--- src/hw/legv8_pkg.sv ---
package legv8_pkg;

	localparam int DATA_W     = 64;
	localparam int INSTR_W    = 32;
	localparam int REG_ADDR_W = 5;
	localparam int NUM_REGS   = 32;
	localparam int PC_STEP    = 4;

	localparam logic [REG_ADDR_W-1:0] XZR = 5'd31;

	// Opcode field, bits 31:21
	localparam logic [10:0] OP_LDUR = 11'b11111000010;
	localparam logic [10:0] OP_STUR = 11'b11111000000;
	localparam logic [10:0] OP_ADD  = 11'b10001011000;
	localparam logic [10:0] OP_SUB  = 11'b11001011000;
	localparam logic [10:0] OP_AND  = 11'b10001010000;
	localparam logic [10:0] OP_ORR  = 11'b10101010000;

	localparam logic [3:0] ALU_AND = 4'b0000;
	localparam logic [3:0] ALU_ORR = 4'b0001;
	localparam logic [3:0] ALU_ADD = 4'b0010;
	localparam logic [3:0] ALU_SUB = 4'b0110;

	// Operand source for the ALU inputs
	localparam logic [1:0] FWD_REG = 2'b00;
	localparam logic [1:0] FWD_WB  = 2'b01;
	localparam logic [1:0] FWD_MEM = 2'b10;

	typedef struct packed
	{
		logic [10:0]           opcode;
		logic [REG_ADDR_W-1:0] rm;
		logic [5:0]            shamt;
		logic [REG_ADDR_W-1:0] rn;
		logic [REG_ADDR_W-1:0] rd;
	} r_fmt_t;

	typedef struct packed
	{
		logic [10:0]           opcode;
		logic [8:0]            addr; // Signed byte offset
		logic [1:0]            op2;
		logic [REG_ADDR_W-1:0] rn;
		logic [REG_ADDR_W-1:0] rt;
	} d_fmt_t;

	typedef union packed
	{
		r_fmt_t r;
		d_fmt_t d;
	} instr_t;

endpackage
--- src/hw/decode_stage.sv ---
`timescale 1ns/100ps

module decode_stage (
	input  logic                             CLOCK,
	input  logic                             rst_n,
	input  logic [legv8_pkg::INSTR_W-1:0]    instr,
	input  logic [legv8_pkg::REG_ADDR_W-1:0] wb_rd,
	input  logic                             wb_reg_write,
	input  logic [legv8_pkg::DATA_W-1:0]     wb_data,
	output logic [legv8_pkg::DATA_W-1:0]     pc,
	output logic [3:0]                       ex_alu_ctrl,
	output logic                             ex_alu_src,
	output logic                             ex_mem_read,
	output logic                             ex_mem_write,
	output logic                             ex_reg_write,
	output logic                             ex_mem_to_reg,
	output logic [legv8_pkg::DATA_W-1:0]     ex_rn_data,
	output logic [legv8_pkg::DATA_W-1:0]     ex_rm_data,
	output logic [legv8_pkg::DATA_W-1:0]     ex_imm,
	output logic [legv8_pkg::REG_ADDR_W-1:0] ex_rn,
	output logic [legv8_pkg::REG_ADDR_W-1:0] ex_rm,
	output logic [legv8_pkg::REG_ADDR_W-1:0] ex_rd
);

	legv8_pkg::instr_t                if_id_instr;
	logic [3:0]                       id_alu_ctrl;
	logic                             id_alu_src;
	logic                             id_mem_read;
	logic                             id_mem_write;
	logic                             id_reg_write;
	logic                             id_mem_to_reg;
	logic [legv8_pkg::REG_ADDR_W-1:0] id_rb;
	logic [legv8_pkg::DATA_W-1:0]     id_rn_data;
	logic [legv8_pkg::DATA_W-1:0]     id_rb_data;
	logic                             uses_b;
	logic                             stall;

	always_ff @(posedge CLOCK or negedge rst_n)
	begin
		if (!rst_n)
		begin
			pc <= '0;
			if_id_instr <= '0; // Zero word decodes as a bubble
		end
		else if (!stall)
		begin
			pc <= pc + legv8_pkg::DATA_W'(legv8_pkg::PC_STEP);
			if_id_instr <= instr;
		end
	end

	always_comb
	begin
		id_alu_ctrl = legv8_pkg::ALU_AND;
		id_alu_src = 1'b0;
		id_mem_read = 1'b0;
		id_mem_write = 1'b0;
		id_reg_write = 1'b0;
		id_mem_to_reg = 1'b0;
		case (if_id_instr.r.opcode)
			legv8_pkg::OP_LDUR:
			begin
				id_alu_ctrl = legv8_pkg::ALU_ADD;
				id_alu_src = 1'b1;
				id_mem_read = 1'b1;
				id_reg_write = 1'b1;
				id_mem_to_reg = 1'b1;
			end
			legv8_pkg::OP_STUR:
			begin
				id_alu_ctrl = legv8_pkg::ALU_ADD;
				id_alu_src = 1'b1;
				id_mem_write = 1'b1;
			end
			legv8_pkg::OP_ADD:
			begin
				id_alu_ctrl = legv8_pkg::ALU_ADD;
				id_reg_write = 1'b1;
			end
			legv8_pkg::OP_SUB:
			begin
				id_alu_ctrl = legv8_pkg::ALU_SUB;
				id_reg_write = 1'b1;
			end
			legv8_pkg::OP_AND:
				id_reg_write = 1'b1; // ALU_AND already set
			legv8_pkg::OP_ORR:
			begin
				id_alu_ctrl = legv8_pkg::ALU_ORR;
				id_reg_write = 1'b1;
			end
			default: ;
		endcase
	end

	// STUR reads rt as its second operand
	assign id_rb = id_mem_write ? if_id_instr.d.rt : if_id_instr.r.rm;
	assign uses_b = id_mem_write | (id_reg_write & ~id_alu_src);

	// Load-use hazard against the load now in EX
	assign stall = ex_mem_read && (id_reg_write || id_mem_write) &&
		((ex_rd == if_id_instr.r.rn) || (uses_b && (ex_rd == id_rb)));

	reg_file reg_file_inst (
		.CLOCK     (CLOCK),
		.rst_n     (rst_n),
		.rd_addr_a (if_id_instr.r.rn),
		.rd_addr_b (id_rb),
		.wr_addr   (wb_rd),
		.wr_data   (wb_data),
		.wr_en     (wb_reg_write),
		.rd_data_a (id_rn_data),
		.rd_data_b (id_rb_data)
	);

	always_ff @(posedge CLOCK or negedge rst_n)
	begin
		if (!rst_n)
		begin
			ex_alu_ctrl <= legv8_pkg::ALU_AND;
			ex_alu_src <= 1'b0;
			ex_mem_read <= 1'b0;
			ex_mem_write <= 1'b0;
			ex_reg_write <= 1'b0;
			ex_mem_to_reg <= 1'b0;
		end
		else
		begin
			ex_alu_ctrl <= stall ? legv8_pkg::ALU_AND : id_alu_ctrl;
			ex_alu_src <= id_alu_src & ~stall;
			ex_mem_read <= id_mem_read & ~stall;
			ex_mem_write <= id_mem_write & ~stall;
			ex_reg_write <= id_reg_write & ~stall;
			ex_mem_to_reg <= id_mem_to_reg & ~stall;
		end
	end

	always_ff @(posedge CLOCK)
	begin
		ex_rn_data <= id_rn_data;
		ex_rm_data <= id_rb_data;
		ex_imm <= {{(legv8_pkg::DATA_W-9){if_id_instr.d.addr[8]}}, if_id_instr.d.addr};
		ex_rn <= if_id_instr.r.rn;
		ex_rm <= id_rb;
		ex_rd <= if_id_instr.r.rd;
	end

	// Stall only behind a load that writes its register
	a_stall_on_load: assert property (@(posedge CLOCK) disable iff (!rst_n)
		stall |-> (ex_reg_write && ex_mem_to_reg && !ex_mem_write));

endmodule

--- src/hw/reg_file.sv ---
`timescale 1ns/100ps

module reg_file (
	input  logic                             CLOCK,
	input  logic                             rst_n,
	input  logic [legv8_pkg::REG_ADDR_W-1:0] rd_addr_a,
	input  logic [legv8_pkg::REG_ADDR_W-1:0] rd_addr_b,
	input  logic [legv8_pkg::REG_ADDR_W-1:0] wr_addr,
	input  logic [legv8_pkg::DATA_W-1:0]     wr_data,
	input  logic                             wr_en,
	output logic [legv8_pkg::DATA_W-1:0]     rd_data_a,
	output logic [legv8_pkg::DATA_W-1:0]     rd_data_b
);

	logic [legv8_pkg::DATA_W-1:0] regs [legv8_pkg::NUM_REGS];

	function automatic logic [legv8_pkg::DATA_W-1:0] read_port(
		input logic [legv8_pkg::REG_ADDR_W-1:0] addr);
		if (addr == legv8_pkg::XZR)
			return '0;
		if (wr_en && (wr_addr == addr))
			return wr_data; // Write-through from WB
		return regs[addr];
	endfunction

	always_ff @(posedge CLOCK or negedge rst_n)
	begin
		if (!rst_n)
		begin
			for (int i = 0; i < legv8_pkg::NUM_REGS; i++)
				regs[i] <= legv8_pkg::DATA_W'(i);
		end
		else if (wr_en && (wr_addr != legv8_pkg::XZR))
			regs[wr_addr] <= wr_data;
	end

	always_comb
	begin
		rd_data_a = read_port(rd_addr_a);
		rd_data_b = read_port(rd_addr_b);
	end

endmodule

--- config.mk ---
export PLATFORM = sky130hd
export DESIGN_NAME = decode_stage
export DESIGN_NICKNAME = d
export VERILOG_FILES = /design/src/hw/legv8_pkg.sv /design/src/hw/decode_stage.sv /design/src/hw/reg_file.sv
export SDC_FILE = /design/constraint.sdc
export NUM_CORES = 2
export LEC_CHECK = 0
export ABC_CLOCK_PERIOD_IN_PS = 3480
export BUFFER_PORTS_ARGS = -buffer_cell sky130_fd_sc_hd__buf_2
export CORE_MARGIN = 3
export CORE_UTILIZATION = 55
export DETAILED_ROUTE_END_ITERATION = 8
export HOLD_SLACK_MARGIN = 0.1
export PLACE_DENSITY_LB_ADDON = 0.2
export RECOVER_POWER = 50
export SYNTH_ARGS = -nofsm -noshare
export SYNTH_HDL_FRONTEND = slang
export SYNTH_HIERARCHICAL = 1
export SYNTH_SLANG_ARGS = --single-unit
export TNS_END_PERCENT = 5
--- constraint.sdc ---
create_clock -name CLOCK -period 3.48 [get_ports CLOCK]
set_input_delay 0.696 -clock CLOCK [delete_from_list [all_inputs] [get_ports CLOCK]]
set_output_delay 0.696 -clock CLOCK [all_outputs]
set_load 0.05 [all_outputs]
After elaboration in Yosys (flattened, before gate mapping)
Index checks and enable logic that the tools add are counted.
Operators by class
  add/sub/neg operators: 1
  multipliers: 0
  div/mod/pow operators: 0
  order comparisons: 4
  equality and inequality tests: 13
  shift-type cells: 0
  multiplexer cells: 30
  bitwise logic cells: 11
  reduce and logical (&&, ||, !) cells: 12
Operators by type and width (count)
  $bwmux 2048: 1
  $mux 64: 13
  $bmux 64 s5: 2
  $demux 64 s5: 1
  $eq 11x11->1 const B: 6
  $add 64x3->64 const B: 1
  $eq 5x5->1: 4
  $ge 6x6->1 const B: 3
  $not 5->6: 3
  $eq 5x5->1 const B: 2
  $mux 1: 10
  $pmux 3 s3: 1
  $logic_and 1x1->1: 7
  $lt 6x1->1 const B: 1
  $and 1x1->1: 5
  $mux 5: 1
  $ne 5x5->1 const B: 1
  $reduce_or 5->1: 1
  $mux 4: 1
  $reduce_or 3->1: 1
  $logic_or 1x1->1: 2
  $not 1->1: 2
  $reduce_or 2->1: 1
  $or 1x1->1: 1
Storage, ports and cells
  register bits after elaboration: 2304
  latch bits: 0
  memory bits (writable): 0
  ROM bits: 0
  bits of input ports: 104
  output and inout bits: 280
  logic and storage cells: 116
  memories: 0

Logic depth before layout (Yosys ltp)
  depth after elaboration: 11
  mapped depth: 13
  depth with buffers taken out: 9

By module
The synthesis kept the hierarchy.
Modules (own cells, without submodules)
  reg_file: times used 1, cells each 7476, area each 108602.9 um^2, sequential area each 51349.2 um^2
  decode_stage: times used 1, cells each 665, area each 8139.1 um^2, sequential area each 5520.3 um^2

Least setup slack after synthesis
Ideal clock, no wire load.
  kind: reg-to-reg
  from: register if_id_instr[24] (netlist bit)
  to: register ex_rm_data[59] (netlist bit)
  library setup time: 117 ps
  data arrival time: 3107 ps
  data required time: 3363 ps
  slack: 255 ps
  cell stages (with the launch flop): 12
  buffers on the path: 3
  clock period less this slack: 3225 ps
  path through: dfrtp_1 nand2b_4 nor3_1 nand3_1 mux2_2 buf_2 clkbuf_1 buf_2 mux4_2 a22oi_1 nand2_1 a32o_1
On the way
  longest elaborated chain between the ends: 9
Ends and longest elaborated chain
  start: declaration: RTL line decode_stage.sv:25  | legv8_pkg::instr_t if_id_instr;
  start signal: assignment: RTL line decode_stage.sv:48  | if_id_instr <= instr;
  $eq 11x11->1 (*): RTL line decode_stage.sv:60  | case (if_id_instr.r.opcode)
  $mux 1 (*): RTL line decode_stage.sv:60
  $mux 5 (*): RTL line decode_stage.sv:97  | assign id_rb = id_mem_write ? if_id_instr.d.rt : if_id_instr.r.rm;
  via id_rb (one bit): RTL line decode_stage.sv:32  | logic [legv8_pkg::REG_ADDR_W-1:0] id_rb;
  $not 5->6 (implied by the code) / $eq 5x5->1 (equally long branches): RTL line reg_file.sv:23, reg_file.sv:21
  $bmux 64 s5 / $logic_and 1x1->1 (equally long branches): RTL line reg_file.sv:23, reg_file.sv:21
  $mux 64 (implied by the code) / $mux 1 (equally long branches) (2 in series): RTL line reg_file.sv:23, reg_file.sv:21
  $mux 64: RTL line reg_file.sv:23  | return regs[addr];
  $mux 64 (*): RTL line reg_file.sv:21  | if (wr_en && (wr_addr == addr))
  via id_rb_data (one bit): RTL line decode_stage.sv:34  | logic [legv8_pkg::DATA_W-1:0] id_rb_data;
  end signal: assignment: RTL line decode_stage.sv:141  | ex_rm_data <= id_rb_data;
  end: declaration: RTL line decode_stage.sv:18  | output logic [legv8_pkg::DATA_W-1:0] ex_rm_data,
The timed path passes the listed nets; every way through them passes the cells marked *. The select of a mux whose other input is x is not followed.
A chain may end at the register's enable or synchronous reset.

Worst setup path after layout
  from: input port wb_rd[4] (netlist bit)
  to: register reg_file_inst/regs[1494] (netlist bit)
On the way
  longest elaborated chain between the ends: 6
Ends and longest elaborated chain
  start: declaration: RTL line decode_stage.sv:7  | input logic [legv8_pkg::REG_ADDR_W-1:0] wb_rd,
  $not 5->6 (implied by the code): RTL line reg_file.sv:34  | regs[wr_addr] <= wr_data;
  $ge 6x6->1 (implied by the code) / $lt 6x1->1 (equally long branches): RTL line reg_file.sv:34
  $logic_and 1x1->1 (implied by the code): RTL line reg_file.sv:34
  $mux 64 (implied by the code): RTL line reg_file.sv:34
  $demux 64 s5: RTL line reg_file.sv:34
  $bwmux 2048: RTL line reg_file.sv:34
  end signal: indexed assignment: RTL line reg_file.sv:31  | regs[i] <= legv8_pkg::DATA_W'(i);
  end signal: indexed assignment: RTL line reg_file.sv:34
  end: declaration: RTL line reg_file.sv:15  | logic [legv8_pkg::DATA_W-1:0] regs [legv8_pkg::NUM_REGS];
Parallel ways exist; a longest one is shown, timed or not.

==> impl_metrics.json <==
{
  "cp.required_ns": 4.24,
  "place_ws_ns": -0.1765,
  "largestRegisters": "reg_file_inst/regs (2048), ex_rm_data (64), ex_rn_data (64)",
  "violations": "max-capacitance violations, max-slew violations",
  "syn_inst": 8141,
  "hold_class": "reg -> reg",
  "start_util_pct": 55.48,
  "min_period_ns": 3.437,
  "grt_pass1_vias": 81300,
  "synth.distinct_cells": 62,
  "cp.arrival_ns": 4.20,
  "synth-async-reset-ratio_pct": 93.39,
  "insertion_delay_ns": 0.90,
  "grt_max_degree": 97,
  "worstPathMaxFanout": 17,
  "gr-usage-met3_pct": 7.161,
  "grt.met2_usage_pct": 54.59,
  "hold_viol": 0,
  "rr_endpoint": "ex_rn_data[21]$_DFF_P_",
  "cts_root_buffer": "clkbuf_16",
  "cellLeakagePower_nw": 58.30,
  "drt_pre_antenna_iters": 6,
  "drc": 0,
  "routed_via_density": 6.890,
  "antenna_found_initial": 34,
  "grt_pass1_wl_mm": 552.7,
  "switching_share_pct": 27.67,
  "synth_area_um2": 116700,
  "place_inst": 10820,
  "hpwl_mm": 218.6,
  "r2r_slack_ns": 0.07,
  "drv_slew": 431,
  "startpoint": "wb_rd[4]",
  "gp_congestion": 0.8417,
  "synth.most_common_cell": "dfrtp_1",
  "fin_ws_ns": 0.04267,
  "yosysTopAreaCellShare_pct": 44.31,
  "cts_sinks": 2299,
  "port_buffers": 378,
  "setup_tns_ns": 0,
  "largest_register": "reg_file_inst/regs",
  "comb_power_share_pct": 19.5,
  "seq_power_share_pct": 45.8,
  "grt.busiest_layer": "met2",
  "totalWireLength_mm": 376.1,
  "ant_nets": 0,
  "ys_warn_count": 6,
  "layout-drive-gt1-share_pct": 47.29,
  "finalNetCount": 8395,
  "rr_startpoint": "if_id_instr[7]$_DFFE_PN0N_",
  "core_region_area_um2": 210400,
  "finalSetupViolCount": 0,
  "max_slew_margin_pct": -92.86,
  "grt_remaining_overflow": 0,
  "die_y_um": 466.7,
  "avgSynthCellArea_um2": 14.34,
  "rsz0062_at_grt": "false",
  "ff2ff_path_depth": 6,
  "endpoint": "reg_file_inst/regs[1494]$_DFFE_PN0P_",
  "clkPwrFrac_pct": 34.7,
  "cts_made_buffers": 239,
  "fp-row-count": 168,
  "ys_ff_latch": 2299,
  "crit_path_start_kind": "input pin",
  "cts_htree_levels": 4,
  "grtUsageTotal_pct": 34.38,
  "ys.flop_type": "dfrtp_1",
  "vias": 78110,
  "vdd_drop_max_mv": 0.6037,
  "wl_per_cell_um": 33.18,
  "fin_crit_sh_pct": 98.77,
  "met1_usage_pct": 44.96,
  "p_int_mw": 55.67,
  "area_growth_pct": 12.88,
  "largest_reg_flops": 2048,
  "status": "finished, violations left",
  "chipWidth_um": 466.7,
  "drv_cap": 15,
  "worstMarginPinSlew_ns": 2.893,
  "synth-edff-count": 0,
  "cts_tree": "built",
  "synth_area_leaders": "dfrtp_1 (44%), mux2_2 (19%), mux4_2 (15%)",
  "cp-end-kind": "flip-flop",
  "synth_top_area_cell": "dfrtp_1",
  "worstSetupPathType": "in -> reg",
  "finClkSkew_ns": 0.04262,
  "clk_pin_slew_ns": 0.06,
  "cts_buffer_depth": 3,
  "io_pins": 384,
  "drtIter0Drc": 7889,
  "synth_common_cells": "dfrtp_1 (2067), mux2_2 (1948), mux4_2 (781)",
  "post-route-util_pct": 62.63,
  "p_sw_mw": 21.30,
  "final_cells": 11340,
  "synth_seq_area_share_pct": 48.71,
  "p_per_area_nw_per_um2": 584.1,
  "fmax_ghz": 0.2909,
  "dieArea_um2": 217800
}
-- stage by stage --
step	hold WS [ns]	instance area, um2	total power, mW
2_1_floorplan	0.3470	116700	45.74
3_3_place_gp	0.3528	123900	49.60
3_5_place_dp	0.3536	123900	50.45
4_1_cts	0.3433	132500	77.20
5_1_grt	0.3714	131800	79.96
6_report	0.3700	131800	76.97
-- critical path: stages --
cell      delay (ns)
buf_2           0.08
clkbuf_1        0.36
nor3b_1         0.10
clkbuf_1        0.15
nand2_1         1.18
clkbuf_1        1.14
mux2_2          0.44
-- cell families after synthesis --
family                     synth area share (%)
muxes                                     39.05
DFF                                       48.71
buffers and inverters                     3.724
AOI/OAI and AO/OA                         5.308
and+or+nand+nor                           2.540
xor gates and xnor gates                 0.6452
adders and majority gates               0.01072
other                                  0.003212
-- timing repair --
action,4_1_cts,5_1_grt
gates resized for setup,3,15
setup endpoints to repair,62,64
cloned,1,1
endpoints found under the hold margin,77,0
pin swaps,1,2
setup buffers,1,3
hold buffers,31,0
-- worst min-delay path by stage --
stage | start | to | slack [ns] | depth (start not counted)
finish | if_id_instr[13]$_DFFE_PN0N_ | ex_imm[1]$_DFF_P_ | 0.37 | 0
global route | if_id_instr[13]$_DFFE_PN0N_ | ex_imm[1]$_DFF_P_ | 0.37 | 0
CTS | wb_data[35] | ex_rm_data[35]$_DFF_P_ | 0.34 | 2
detailed placement | if_id_instr[13]$_DFFE_PN0N_ | ex_imm[1]$_DFF_P_ | 0.35 | 0
global placement | if_id_instr[12]$_DFFE_PN0N_ | ex_imm[0]$_DFF_P_ | 0.35 | 0
floorplan | if_id_instr[12]$_DFFE_PN0N_ | ex_imm[0]$_DFF_P_ | 0.35 | 0
-- area by class of cell --
class / instances / area [um2]
clock inverter: 86 / 1071
tap: 2805 / 3510
fill: 15630 / 78640
antenna: 26 / 65.06
inverter: 3 / 11.26
multi-input combinational: 4901 / 55940
sequential: 2299 / 56880
timing repair buffer: 846 / 7106
clock buffer: 370 / 7199
-- power by group through the flow --
stage          Clock [mW]  Combinational (mW)  Sequential [mW]
2_1_floorplan           0                10.6             35.1
3_3_place_gp            0                14.5             35.1
3_5_place_dp            0                14.9             35.5
4_1_cts              27.1                15.0             35.1
5_1_grt              28.2                16.0             35.8
6_report             26.7                15.0             35.3
-- cells in the final DEF, fill, tap and decap left out, types with 75 or more instances in the layout --
| master | count |
|---|---|
| dfstp_2 | 75 |
| mux2_2 | 1943 |
| clkbuf_16 | 244 |
| buf_4 | 187 |
| nor2_1 | 102 |
| clkbuf_1 | 115 |
| dfrtp_1 | 2065 |
| a22oi_1 | 187 |
| a21oi_1 | 92 |
| o221ai_1 | 76 |
| dfxtp_1 | 152 |
| mux2i_1 | 560 |
| nand2_1 | 305 |
| buf_12 | 146 |
| a32o_1 | 111 |
| buf_2 | 379 |
| o22ai_1 | 121 |
| mux4_2 | 781 |
-- metal layers --
metal  share of wire, %  vias up
met1                 38    41620
met5              0.015        -
met4                5.9       10
met2                 48     3953
met3                8.6     1172
li1                   -    31360
Note: power is estimated with default switching activity, not from simulation.
